--- config.mk ---
export PLATFORM = sky130hd
export DESIGN_NAME = adc_stream_top
export DESIGN_NICKNAME = d
export VERILOG_FILES = /design/src/ad7606_pkg.sv /design/src/stream_pkg.sv /design/src/sample_if.sv /design/src/ad7606_reader.sv /design/src/sample_packer.sv /design/src/stream_fifo.sv /design/src/frame_sequencer.sv /design/src/adc_stream_top.sv
export VERILOG_INCLUDE_DIRS = /design/src
export SDC_FILE = /design/constraint.sdc
export NUM_CORES = 1
export LEC_CHECK = 0
export BUFFER_PORTS_ARGS = -buffer_cell sky130_fd_sc_hd__buf_2
export CORE_UTILIZATION = 35
export DETAILED_ROUTE_END_ITERATION = 6
export GPL_TIMING_DRIVEN = 0
export HOLD_SLACK_MARGIN = 0.15
export PLACE_DENSITY = 0.52
export SLEW_MARGIN = 20
export SYNTH_ARGS = -nofsm -noshare
export SYNTH_HDL_FRONTEND = slang
export SYNTH_SLANG_ARGS = --single-unit
--- constraint.sdc ---
create_clock -name M_AXIS_ACLK -period 8.35 [get_ports M_AXIS_ACLK]
set_input_delay 1.2525 -clock M_AXIS_ACLK [delete_from_list [all_inputs] [get_ports M_AXIS_ACLK]]
set_output_delay 1.2525 -clock M_AXIS_ACLK [all_outputs]
set_load 0.01 [all_outputs]
--- src/adc_params.svh ---
`ifndef ADC_PARAMS_SVH
`define ADC_PARAMS_SVH

// sample and stream widths
`define ADC_SAMPLE_W        16   // bits per conversion result
`define ADC_CHANNELS        8    // V1..V8 per chip
`define AXIS_DATA_W         32   // two samples per word
`define CTRL_REG_W          32   // control inputs, error flags

// parallel bus timing in clock cycles
`define CONVST_LOW_CYCLES   2
`define RD_LOW_CYCLES       2    // data sampled in the last low cycle
`define RD_HIGH_CYCLES      1    // gap between channels

// each BUSY wait gives up after this many cycles
`define BUSY_TIMEOUT_CYCLES 200

// words held before the stream side takes them
`define FIFO_DEPTH          16

`endif

--- src/ad7606_pkg.sv ---
`default_nettype none
`include "adc_params.svh"

package ad7606_pkg;

	typedef logic [`ADC_SAMPLE_W-1:0] sample_t;                  // raw DB0..DB15, sign left to user
	typedef logic [$clog2(`ADC_CHANNELS)-1:0] chan_idx_t;      // 0 = V1
	typedef sample_t [`ADC_CHANNELS-1:0] chan_array_t;         // one full conversion

	typedef enum logic [2:0] {
		IDLE,          // waiting for a tick
		CONVST,        // CONVST held low
		WAIT_BUSY_HI,  // conversion accepted once BUSY rises
		WAIT_BUSY_LO,  // conversion running
		RD_LOW,        // RD/CS low, data valid at the end
		RD_HIGH        // gap before the next channel
	} reader_state_t;

endpackage

`default_nettype wire

--- src/stream_pkg.sv ---
`default_nettype none
`include "adc_params.svh"

package stream_pkg;

	typedef logic [`AXIS_DATA_W-1:0] word_t;                    // TDATA payload
	typedef logic [`CTRL_REG_W-1:0] count_t;                    // points and divider
	typedef logic [$clog2(`FIFO_DEPTH):0] fifo_idx_t;         // extra msb tells full from empty

	typedef enum logic {
		IDLE,  // ready for a trigger
		SEND   // ticking and streaming
	} frame_state_t;

endpackage

`default_nettype wire

--- src/sample_if.sv ---
`default_nettype none

interface sample_if;

	ad7606_pkg::chan_array_t channels;  // held from done until next conversion
	logic                    sampling;  // conversion or readout in progress
	logic                    done;      // one cycle, all eight channels valid
	logic                    timeout;   // one cycle, BUSY never moved

	modport reader (output channels, output sampling, output done, output timeout);

	modport packer (input channels, input sampling, input done, input timeout);

endinterface

`default_nettype wire

--- src/ad7606_reader.sv ---
`default_nettype none
`include "adc_params.svh"

module ad7606_reader (
	input  logic                M_AXIS_ACLK,
	input  logic                adc_rst_n,
	input  logic                sample_tick,  // start one conversion
	input  logic                hw_busy,
	input  ad7606_pkg::sample_t hw_data,      // parallel data bus
	output logic                hw_convst,    // low pulse starts conversion
	output logic                hw_rd,        // active low
	output logic                hw_cs,        // active low
	sample_if.reader            res
);

	localparam int CNT_W = $clog2(`BUSY_TIMEOUT_CYCLES + 1);
	localparam logic [CNT_W-1:0] CONVST_LAST  = CNT_W'(`CONVST_LOW_CYCLES - 1);
	localparam logic [CNT_W-1:0] RD_LOW_LAST  = CNT_W'(`RD_LOW_CYCLES - 1);
	localparam logic [CNT_W-1:0] RD_HIGH_LAST = CNT_W'(`RD_HIGH_CYCLES - 1);
	localparam logic [CNT_W-1:0] BUSY_LAST    = CNT_W'(`BUSY_TIMEOUT_CYCLES - 1);
	localparam ad7606_pkg::chan_idx_t LAST_CH = ad7606_pkg::chan_idx_t'(`ADC_CHANNELS - 1);

	ad7606_pkg::reader_state_t state;
	logic [CNT_W-1:0]          cnt;      // cycles spent in current phase
	ad7606_pkg::chan_idx_t     ch;       // channel on the bus
	logic                      capture;  // last RD low cycle

	assign hw_convst = (state != ad7606_pkg::CONVST);
	assign hw_rd     = (state != ad7606_pkg::RD_LOW);
	assign hw_cs     = (state != ad7606_pkg::RD_LOW);  // framed with RD per channel
	assign capture   = (state == ad7606_pkg::RD_LOW) && (cnt == RD_LOW_LAST);

	always_ff @(posedge M_AXIS_ACLK) begin
		if (!adc_rst_n) begin
			state        <= ad7606_pkg::IDLE;
			cnt          <= '0;
			ch           <= '0;
			res.sampling <= 1'b0;
			res.done     <= 1'b0;
			res.timeout  <= 1'b0;
		end else begin
			res.done    <= 1'b0;  // pulses
			res.timeout <= 1'b0;
			cnt         <= cnt + 1'b1;
			case (state)
				ad7606_pkg::IDLE: begin
					cnt <= '0;
					if (sample_tick) begin
						state        <= ad7606_pkg::CONVST;
						res.sampling <= 1'b1;
					end
				end
				ad7606_pkg::CONVST: begin
					if (cnt == CONVST_LAST) begin
						state <= ad7606_pkg::WAIT_BUSY_HI;
						cnt   <= '0;
					end
				end
				ad7606_pkg::WAIT_BUSY_HI: begin
					if (hw_busy) begin
						state <= ad7606_pkg::WAIT_BUSY_LO;
						cnt   <= '0;  // fresh budget for the fall
					end else if (cnt == BUSY_LAST) begin
						state        <= ad7606_pkg::IDLE;
						res.sampling <= 1'b0;
						res.timeout  <= 1'b1;
					end
				end
				ad7606_pkg::WAIT_BUSY_LO: begin
					if (!hw_busy) begin
						state <= ad7606_pkg::RD_LOW;
						cnt   <= '0;
						ch    <= '0;  // V1 first
					end else if (cnt == BUSY_LAST) begin
						state        <= ad7606_pkg::IDLE;
						res.sampling <= 1'b0;
						res.timeout  <= 1'b1;
					end
				end
				ad7606_pkg::RD_LOW: begin
					if (capture) begin
						cnt <= '0;
						if (ch == LAST_CH) begin
							state        <= ad7606_pkg::IDLE;  // no gap after V8
							res.sampling <= 1'b0;
							res.done     <= 1'b1;
						end else begin
							state <= ad7606_pkg::RD_HIGH;
						end
					end
				end
				ad7606_pkg::RD_HIGH: begin
					if (cnt == RD_HIGH_LAST) begin
						state <= ad7606_pkg::RD_LOW;
						cnt   <= '0;
						ch    <= ch + 1'b1;
					end
				end
				default: state <= ad7606_pkg::IDLE;
			endcase
		end
	end

	always_ff @(posedge M_AXIS_ACLK) begin
		if (capture)
			res.channels[ch] <= hw_data;  // bus settled for RD_LOW_CYCLES
	end

endmodule

`default_nettype wire

--- src/sample_packer.sv ---
`default_nettype none
`include "adc_params.svh"

module sample_packer (
	input  logic                  M_AXIS_ACLK,
	input  logic                  adc_rst_n,
	input  logic                  frame_start,  // flush write state, clear flags
	sample_if.packer              res_a,
	sample_if.packer              res_b,
	input  logic                  full,
	output logic                  wr_en,
	output stream_pkg::word_t     wr_data,
	output logic [`CTRL_REG_W-1:0] error_flags
);

	logic                    done_a, done_b;    // conversion finished since last tick
	logic                    armed_a, armed_b;  // chip seen idle inside this frame
	logic                    writing;
	logic [2:0]              wcnt;              // 0..3 chip A, 4..7 chip B
	logic                    err_a, err_b, ovf;
	ad7606_pkg::chan_array_t src;

	assign src         = wcnt[2] ? res_b.channels : res_a.channels;
	assign wr_data     = {src[{wcnt[1:0], 1'b1}], src[{wcnt[1:0], 1'b0}]};  // even ch high
	assign wr_en       = writing;
	assign error_flags = {{(`CTRL_REG_W - 3){1'b0}}, ovf, err_b, err_a};

	always_ff @(posedge M_AXIS_ACLK) begin
		if (!adc_rst_n || frame_start) begin
			done_a  <= 1'b0;
			done_b  <= 1'b0;
			armed_a <= 1'b0;  // a conversion left over from last frame is dropped
			armed_b <= 1'b0;
			writing <= 1'b0;
			wcnt    <= '0;
			err_a   <= 1'b0;
			err_b   <= 1'b0;
			ovf     <= 1'b0;
		end else begin
			if (!res_a.sampling) armed_a <= 1'b1;
			if (!res_b.sampling) armed_b <= 1'b1;
			if (res_a.sampling) done_a <= 1'b0;  // new tick, stale result
			if (res_b.sampling) done_b <= 1'b0;
			if (writing) begin
				wcnt <= wcnt + 1'b1;
				if (wcnt == 3'd7) begin
					writing <= 1'b0;
					done_a  <= 1'b0;
					done_b  <= 1'b0;
				end
			end else if (done_a && done_b) begin
				writing <= 1'b1;  // wcnt sits at 0 here
			end
			if (res_a.done && armed_a) done_a <= 1'b1;
			if (res_b.done && armed_b) done_b <= 1'b1;
			err_a <= err_a | res_a.timeout;  // sticky
			err_b <= err_b | res_b.timeout;
			ovf   <= ovf | (writing && full);
		end
	end

endmodule

`default_nettype wire

--- src/stream_fifo.sv ---
`default_nettype none
`include "adc_params.svh"

module stream_fifo (
	input  logic              M_AXIS_ACLK,
	input  logic              adc_rst_n,
	input  logic              frame_start,  // flush
	input  logic              wr_en,
	input  stream_pkg::word_t wr_data,
	output logic              full,
	input  logic              stream_en,    // frame in SEND
	input  logic              tready,
	output logic              tvalid,
	output stream_pkg::word_t tdata
);

	localparam int AW = $clog2(`FIFO_DEPTH);

	stream_pkg::word_t     mem [`FIFO_DEPTH];
	stream_pkg::fifo_idx_t wr_ptr;
	stream_pkg::fifo_idx_t rd_ptr;
	logic                  empty;
	logic                  push;
	logic                  pop;

	assign empty  = (wr_ptr == rd_ptr);
	assign full   = (wr_ptr[AW] != rd_ptr[AW]) && (wr_ptr[AW-1:0] == rd_ptr[AW-1:0]);
	assign push   = wr_en && !full;  // dropped write is flagged by the packer
	assign tvalid = !empty && stream_en;
	assign pop    = tvalid && tready;
	assign tdata  = mem[rd_ptr[AW-1:0]];  // head word, held until popped

	always_ff @(posedge M_AXIS_ACLK) begin
		if (!adc_rst_n || frame_start) begin
			wr_ptr <= '0;
			rd_ptr <= '0;
		end else begin
			if (push) wr_ptr <= wr_ptr + 1'b1;
			if (pop) rd_ptr <= rd_ptr + 1'b1;
		end
	end

	always_ff @(posedge M_AXIS_ACLK) begin
		if (push)
			mem[wr_ptr[AW-1:0]] <= wr_data;
	end

endmodule

`default_nettype wire

--- src/frame_sequencer.sv ---
`default_nettype none

module frame_sequencer (
	input  logic               M_AXIS_ACLK,
	input  logic               adc_rst_n,
	input  logic               trigger,                 // async, rising edge starts a frame
	input  stream_pkg::count_t sampling_clk_increment,  // half the tick period
	input  stream_pkg::count_t sampling_points,         // words per frame
	input  logic               last_frame,
	input  logic               tvalid,
	input  logic               tready,
	output logic               tlast,
	output logic               ready,
	output logic               frame_start,
	output logic               stream_en,
	output logic               sample_tick
);

	stream_pkg::frame_state_t state;
	logic                     trig_meta, trig_sync, trig_prev;
	logic                     trig_rise;
	stream_pkg::count_t       points_q, incr_q;  // frozen for the frame
	logic                     last_q;
	stream_pkg::count_t       period;
	stream_pkg::count_t       div_cnt;
	stream_pkg::count_t       hs_cnt;            // words accepted so far
	logic                     hs, at_last, last_hs, wrap;

	assign trig_rise   = trig_sync && !trig_prev;
	assign ready       = (state == stream_pkg::IDLE);
	assign stream_en   = (state == stream_pkg::SEND);
	assign frame_start = ready && trig_rise;  // same edge that enters SEND
	assign period      = incr_q << 1;
	assign wrap        = (div_cnt == period - 1'b1);
	assign hs          = stream_en && tvalid && tready;
	assign at_last     = (hs_cnt == points_q - 1'b1);
	assign last_hs     = hs && at_last;
	assign tlast       = stream_en && last_q && at_last;

	always_ff @(posedge M_AXIS_ACLK) begin
		if (!adc_rst_n) begin
			trig_meta <= 1'b0;
			trig_sync <= 1'b0;
			trig_prev <= 1'b0;
		end else begin
			trig_meta <= trigger;
			trig_sync <= trig_meta;
			trig_prev <= trig_sync;  // edge detect
		end
	end

	always_ff @(posedge M_AXIS_ACLK) begin
		if (frame_start) begin
			points_q <= sampling_points;
			incr_q   <= sampling_clk_increment;
			last_q   <= last_frame;
		end
	end

	always_ff @(posedge M_AXIS_ACLK) begin
		if (!adc_rst_n) begin
			state       <= stream_pkg::IDLE;
			div_cnt     <= '0;
			hs_cnt      <= '0;
			sample_tick <= 1'b0;
		end else begin
			case (state)
				stream_pkg::IDLE: begin
					div_cnt     <= '0;
					hs_cnt      <= '0;
					sample_tick <= 1'b0;
					if (trig_rise) state <= stream_pkg::SEND;
				end
				stream_pkg::SEND: begin
					sample_tick <= wrap && !last_hs;  // first one a full period in
					div_cnt     <= wrap ? '0 : div_cnt + 1'b1;
					if (hs) hs_cnt <= hs_cnt + 1'b1;
					if (last_hs) state <= stream_pkg::IDLE;
				end
				default: state <= stream_pkg::IDLE;
			endcase
		end
	end

endmodule

`default_nettype wire

--- src/adc_stream_top.sv ---
`default_nettype none
`include "adc_params.svh"

module adc_stream_top (
	input  logic                    adc_a_hw_busy,
	input  ad7606_pkg::sample_t     adc_a_hw_data,
	output logic                    adc_a_hw_convst,
	output logic                    adc_a_hw_rd,
	output logic                    adc_a_hw_cs,
	input  logic                    adc_b_hw_busy,
	input  ad7606_pkg::sample_t     adc_b_hw_data,
	output logic                    adc_b_hw_convst,  // tied to A on the board
	output logic                    adc_b_hw_rd,
	output logic                    adc_b_hw_cs,
	input  stream_pkg::count_t      sampling_clk_increment,
	input  stream_pkg::count_t      sampling_points,
	input  logic                    last_frame,
	input  logic                    one_frame_sampling_trigger,
	input  logic                    M_AXIS_ACLK,
	input  logic                    adc_rst_n,
	output logic                    M_AXIS_TVALID,
	output stream_pkg::word_t       M_AXIS_TDATA,
	output logic                    M_AXIS_TLAST,
	input  logic                    M_AXIS_TREADY,
	output logic [`CTRL_REG_W-1:0]  error_flags,  // 0 A timeout, 1 B timeout, 2 overflow
	output logic                    ready
);

	logic              sample_tick, frame_start, stream_en;
	logic              wr_en, full;
	stream_pkg::word_t wr_data;

	sample_if res_a ();
	sample_if res_b ();

	ad7606_reader u_reader_a (.M_AXIS_ACLK, .adc_rst_n, .sample_tick,
		.hw_busy(adc_a_hw_busy), .hw_data(adc_a_hw_data), .hw_convst(adc_a_hw_convst),
		.hw_rd(adc_a_hw_rd), .hw_cs(adc_a_hw_cs), .res(res_a.reader));

	ad7606_reader u_reader_b (.M_AXIS_ACLK, .adc_rst_n, .sample_tick,
		.hw_busy(adc_b_hw_busy), .hw_data(adc_b_hw_data), .hw_convst(adc_b_hw_convst),
		.hw_rd(adc_b_hw_rd), .hw_cs(adc_b_hw_cs), .res(res_b.reader));

	sample_packer u_packer (.M_AXIS_ACLK, .adc_rst_n, .frame_start,
		.res_a(res_a.packer), .res_b(res_b.packer), .full, .wr_en, .wr_data, .error_flags);

	stream_fifo u_fifo (.M_AXIS_ACLK, .adc_rst_n, .frame_start, .wr_en, .wr_data, .full,
		.stream_en, .tready(M_AXIS_TREADY), .tvalid(M_AXIS_TVALID), .tdata(M_AXIS_TDATA));

	frame_sequencer u_seq (.M_AXIS_ACLK, .adc_rst_n, .trigger(one_frame_sampling_trigger),
		.sampling_clk_increment, .sampling_points, .last_frame, .tvalid(M_AXIS_TVALID),
		.tready(M_AXIS_TREADY), .tlast(M_AXIS_TLAST), .ready, .frame_start, .stream_en,
		.sample_tick);

endmodule

`default_nettype wire

## Word-level counts from Yosys, hierarchy flattened

Memory sizes are Yosys's and may differ from the RTL's. A register that Yosys moved wholly into a read port is not among the register bits.
Cells that the tools add are included.

- Register bits: 444
- Bits in writable memories: 512
- Input bits: 103
- Output and inout port bits: 73
- Logic and storage cells: 248
- Memories: 1

- Add/subtract/negate cells: 11
- Magnitude comparators: 6
- Equal/unequal tests: 43
- Muxes and demuxes: 92
- Bitwise gates (word level): 4
- Reductions and logical operators: 42

Memory list:

| memory | words | width | rd ports | clocked after memory_dff | write ports | line | source |
|---|---|---|---|---|---|---|---|
| u_fifo.mem | 16 | 32 | 1 | 1 | 1 | stream_fifo.sv:19 | `` stream_pkg::word_t mem [`FIFO_DEPTH]; `` |

Operators by type and width:

| cell | count |
|---|---|
| bitwise mux 128 bit | 2 |
| 2-to-1 mux 128 bit | 1 |
| case mux 32 bit (2 select lines) | 2 |
| demux 16 bit (select 3 bit) | 2 |
| case mux 8 bit (6 select lines) | 2 |
| 2-to-1 mux 8 bit | 10 |
| adder 32 x 1 -> 32 bit, second input constant | 2 |
| binary-select mux 16 bit (select 2 bit) | 2 |
| equality test 32 bit | 2 |
| 2-to-1 mux 16 bit | 4 |
| 2-to-1 mux 32 bit | 2 |
| subtractor 32 x 1 -> 32 bit, second input constant | 2 |
| 2-to-1 mux 3 bit | 19 |
| case mux 3 bit (6 select lines) | 2 |
| 2-to-1 mux 1 bit | 34 |
| equality test 3 bit, second input constant | 7 |
| logical AND 1 bit | 20 |
| != test 2 bit, second input constant | 9 |
| adder 8 x 1 -> 8 bit, second input constant | 2 |
| equality test 8 x 1 -> 1 bit, second input constant | 2 |
| equality test 8 bit, second input constant | 2 |
| zero test 8 bit | 2 |
| < comparator 3 x 4 -> 1 bit, second input constant | 4 |
| != test 2 x 1 -> 1 bit, second input constant | 8 |
| other kinds (24) | 54 |

## Depth between registers and ports, before layout

- Word-level depth: 9
- Mapped depth: 12
- Depth with buffers taken out: 10

## Modules after synthesis

From an unflattened synthesis, not the netlist that was laid out.

- Cell total of the unflattened synthesis: 2284
- Area total of the unflattened synthesis: 40024.6 sq um

By module, submodules not included:

| module | times used | cells each | area each (sq um) | sequential area each (sq um) |
|---|---|---|---|---|
| stream_fifo | 1 | 803 | 20123.0 | 15655.0 |
| frame_sequencer | 1 | 772 | 7430.9 | 3303.2 |
| ad7606_reader at u_reader_a | 1 | 257 | 4976.0 | 4184.0 |
| ad7606_reader at u_reader_b | 1 | 264 | 4939.7 | 4184.0 |
| sample_packer | 1 | 188 | 2555.0 | 220.2 |

## Worst setup path before layout

Ideal clock, no wire load.

- Path kind: register -> register
- Start point: register u_seq.state (netlist: u_seq.stream_en)
- End point: register u_packer.done_b
- Setup time: 0.136 ns
- Data arrival time: 5.951 ns
- Required time: 8.214 ns
- Slack: 2.263 ns
- Stages on the path, launching flop included: 5
- Path buffers: 1
- Period minus slack after synthesis: 6.087 ns
- Cell sequence: dfxtp_1 nor3b_1 nand2b_1 clkbuf_1 o32ai_1

- Longest elaborated chain between the ends: 3

RTL lines:

| item | line | source |
|---|---|---|
| start, declared | frame_sequencer.sv:19 | `stream_pkg::frame_state_t state;` |
| start signal, assigned | frame_sequencer.sv:62 | `state <= stream_pkg::IDLE;` |
| start signal, assigned | frame_sequencer.sv:72 | `if (trig_rise) state <= stream_pkg::SEND;` |
| start signal, assigned | frame_sequencer.sv:78 | `if (last_hs) state <= stream_pkg::IDLE;` |
| NOT 1 bit | frame_sequencer.sv:30 | `assign ready = (state == stream_pkg::IDLE);` |
| logical AND 1 bit | frame_sequencer.sv:32 | `assign frame_start = ready && trig_rise;` |
| net frame_start | adc_stream_top.sv:29 | `logic sample_tick, frame_start, stream_en;` |
| logical OR 1 bit | sample_packer.sv:29 | `if (!adc_rst_n \|\| frame_start) begin` |
| end signal, assigned | sample_packer.sv:31 | `done_b <= 1'b0;` |
| end signal, assigned | sample_packer.sv:43 | `if (res_b.sampling) done_b <= 1'b0;` |
| end signal, assigned | sample_packer.sv:49 | `done_b <= 1'b0;` |
| end, declared | sample_packer.sv:16 | `logic done_a, done_b;` |

The timed path passes the listed nets, and every way through them passes these cells.
A chain may end at the register's enable or synchronous reset.

## Worst setup path after layout

- Start point: register u_seq.points_q[0]
- End point: output M_AXIS_TLAST

- Longest elaborated chain between the ends: 3

RTL lines:

| item | line | source |
|---|---|---|
| start, declared | frame_sequencer.sv:22 | `stream_pkg::count_t points_q, incr_q;` |
| start signal, assigned | frame_sequencer.sv:54 | `points_q <= sampling_points;` |
| subtractor 32 x 1 -> 32 bit | frame_sequencer.sv:36 | `assign at_last = (hs_cnt == points_q - 1'b1);` |
| equality test 32 bit | frame_sequencer.sv:36 |  |
| logical AND 1 bit | frame_sequencer.sv:38 | `assign tlast = stream_en && last_q && at_last;` |
| end, declared | adc_stream_top.sv:23 | `output logic M_AXIS_TLAST,` |

Every way passes these cells.

==> impl_results.md <==
* Result of the run: finished clean
* CTS clk-pin slew, worst paths at 60 ps
* Xor/xnor cell area share of the yosys netlist at 0.0338
* Die H at 336 um
* Vias at 21200
* Register area at around 28000 um2
* Total wire length at 96000 um
* Most frequent cells in the layout: edfxtp_1, mux4_2, buf_2, dfxtp_1, nor2_1
* CTS resizes at 0
* Hold Path Stages at 1
* Initial Util at 0.353
* Clock Tree Buf Depth at 3
* Post-synthesis sequential area ratio at 0.704
* Antenna-violating nets left at 0
* Antenna violations before repair at 12
* DP Wirelength at 64700 um
* Compound-Gate Fraction of Synth Area at 0.0240
* Largest cells by area after synthesis: edfxtp_1, mux4_2, dfxtp_1
* Warnings from Yosys at 0
* CTS Root Cell: clkbuf_16
* # clock sinks at 960
* Post-CTS Setup Inserts at 0
* Startpoint Class: register
* Crit-path max FO at 10
* Max-cap viol count at 0
* Largest net degree at the start of global routing at 19
* Adder-Cell Fraction of Synth Area at 0.00672
* Final setup fails at 0
* Yosys cell types at 76
* Relative slew slack at 0.236
* Pint at 7.69 mW
* Minimum clock period at 6310 ps
* Post-synth top flop: edfxtp_1
* Leak at 14.3 nW
* Global Route Usage Sum at 0.172
* Number of synthesized flops with an enable pin at 832
* Worst setup EP type: primary output
* Synth Area in Simple Gates at 0.0699
* Number of port buffers at 144
* Core Util, Final at 0.416
* Ports at 176
* Routed WL per cell at 23.2 um
* Critical path class: reg2out
* Reg2reg path depth at 12
* Critical Path RT at between 7000 and 8000 ps
* Synthesized instance count at 2234
* Vias in the first global route at 22000
* Combinational power share at 0.014
* Nets at 2687
* TritonCTS Buffers at 101
* Share of the synthesized area in the top cell type at 0.639
* Skew final at between 60 and 70 ps
* Hold crit path type: reg2reg
* Largest family of logic cells by synthesized area: multiplexers
* CTS tree: done
* Multi-input logic area at around 11000 um2
* Die X at 336 um
* #FFs+latches synth at 960
* Fin crit share at 0.756
* Total gr overflow at 0
* Leading area contributor after synthesis: edfxtp_1
* DRT iter0 DRCs at ~1700
* First-pass GRT wire length at 142000 um
* Core Rows at 122
* GP Congestion at 0.825
* WP data arrival at between 5000 and 6000 ps
* Switching part of the total at 0.206
* Hold Buf Count CTS at 0
* Clock network power share at 0.450
* Area delta synth->final at 17.6%
* Part of the power in registers at 0.536
* DRC at 0
* VDD IR max at between 0.15 and 0.2 mV
* Sw power at 2.00 mW
* Area of the die at 113000 um2
* Max Clk Rate at ~0.16 GHz
* Max Slew Vio Count at 0
* DR pass1 iterations at 5
* FILL cells at between 9000 and 10000
* Synthesized area per cell at 17.5 um2
* Core box area at 111000 um2
* Worst-Margin Slew at 1140 ps
* Final Hold Vio Count at 0
* Setup TNS at 0 ps
* Async set or reset register ratio after synthesis at 0
* Vias per inst at between 5 and 6
* H-tree Lvls at 3
* Share of cells above drive strength 1 at 0.267
* Pwr/cell area at 211 nW/um2
* RSZ-0062 raised after global routing: no
* Most common cell after layout, fill and taps aside: edfxtp_1
* Mux cell area share after synthesis at 0.143
* Cell Area, Synth at 39100 um2
* Worst-skew pair later-pin latency at 710 ps
synth_stat cells (all sizes together), types with 5 or more instances:
library cell / n
nor3b: 5
o21a: 7
a21boi: 6
nor2b: 13
mux2: 35
nand2b: 12
o2111ai: 6
nand2: 93
nor2: 137
nand3b: 5
ha: 21
edfxtp: 832
nor3: 77
and2: 21
inv: 29
and3: 20
or3: 19
buf: 58
a21oi: 36
o211ai: 9
o31ai: 6
xor2: 73
mux4: 224
nand3: 50
or4b: 6
nor4: 23
nand4: 20
clkbuf: 67
dfxtp: 128
mux2i: 15
o21ai: 32
xnor2: 78
or4: 10
stage by stage:
stage               instances  area (um2)  total power [mW]  hold WS [ps]  worst slack [ps]
floorplan                2262       39200              5.37           412              2260
global placement         3894       41800              5.43           417               334
detailed placement       3948       42700              5.43           417              2830
CTS                      4135       46000              9.80           420              2010
global route             4135       46000              9.99           444              1720
finish                   4136       46000              9.69           423              2040
metal layers:
metal  up-vias  GRT usage  share of wire
met4        16     0.0498          0.022
li1       9463          -              -
met3       142     0.0308          0.058
met2       547      0.291           0.50
met5         -          0         0.0011
met1     11000      0.225           0.42
final timing paths:
check / startpoint / slack (ps) / end
worst min register to register: u_seq.trig_meta$_SDFF_PN0_ / 420 / u_seq.trig_sync$_SDFF_PN0_
worst min-delay path: u_seq.trig_meta$_SDFF_PN0_ / 420 / u_seq.trig_sync$_SDFF_PN0_
worst max-delay path: u_seq.points_q[0]$_DFFE_PP_ / 2040 / M_AXIS_TLAST
worst max register to register: u_seq.points_q[0]$_DFFE_PP_ / 4070 / u_seq.stream_en$_SDFF_PN0_
final cells by class:
class	count	share of cell area
repair buffers	198	0.0311
diodes	1	0.0000544
flip-flops and latches	960	0.599
multi-input cells	1148	0.243
clock inverters	64	0.0129
clock buffers	123	0.0576
plain buffers	125	0.0134
inverters	29	0.00237
well taps	1488	0.0405
power by group through the flow:
stage                     clock network [mW]  registers (mW)  logic [mW]
after CTS                               4.47            5.19       0.141
after global placement                     0            5.30       0.133
after detailed placement                   0            5.29       0.141
after floorplan                            0            5.29      0.0746
after global routing                    4.65            5.19       0.155
final                                   4.36            5.19       0.140
logic make-up (layout without fill, tap and decap cells):
family	Yosys count	in the layout
AOI/OAI and AO/OA	142	142
xor gates and xnor gates	151	151
adders and majority gates	21	21
buffers and inverters	154	539
DFF	960	960
muxes	274	274
other	1	30
and+or+nand+nor	531	531
flip-flops by register name, indices dropped and copies added (netlist names), 3 cells and up, named ones only:
signal,count
u_fifo.mem,512
u_fifo.rd_ptr,5
u_fifo.wr_ptr,5
u_packer.wcnt,3
u_reader_a.ch,3
u_reader_a.cnt,8
u_reader_a.res.channels,128
u_reader_a.state,3
u_reader_b.ch,3
u_reader_b.cnt,8
u_reader_b.res.channels,128
u_reader_b.state,3
u_seq.div_cnt,32
u_seq.hs_cnt,32
u_seq.incr_q,31
u_seq.points_q,32
worst max-delay path, stage by stage (launching register included):
cell	delay (ps)
edfxtp_1	500
inv_1	100
ha_1	140
clkbuf_1	290
nor4b_1	640
nand4_1	330
clkbuf_1	330
nor3b_1	290
xnor2_1	140
nor3_1	270
nand4_1	130
nor4bb_1	820
and3_1	260
buf_2	130
Power figures use the tool's default switching activity.
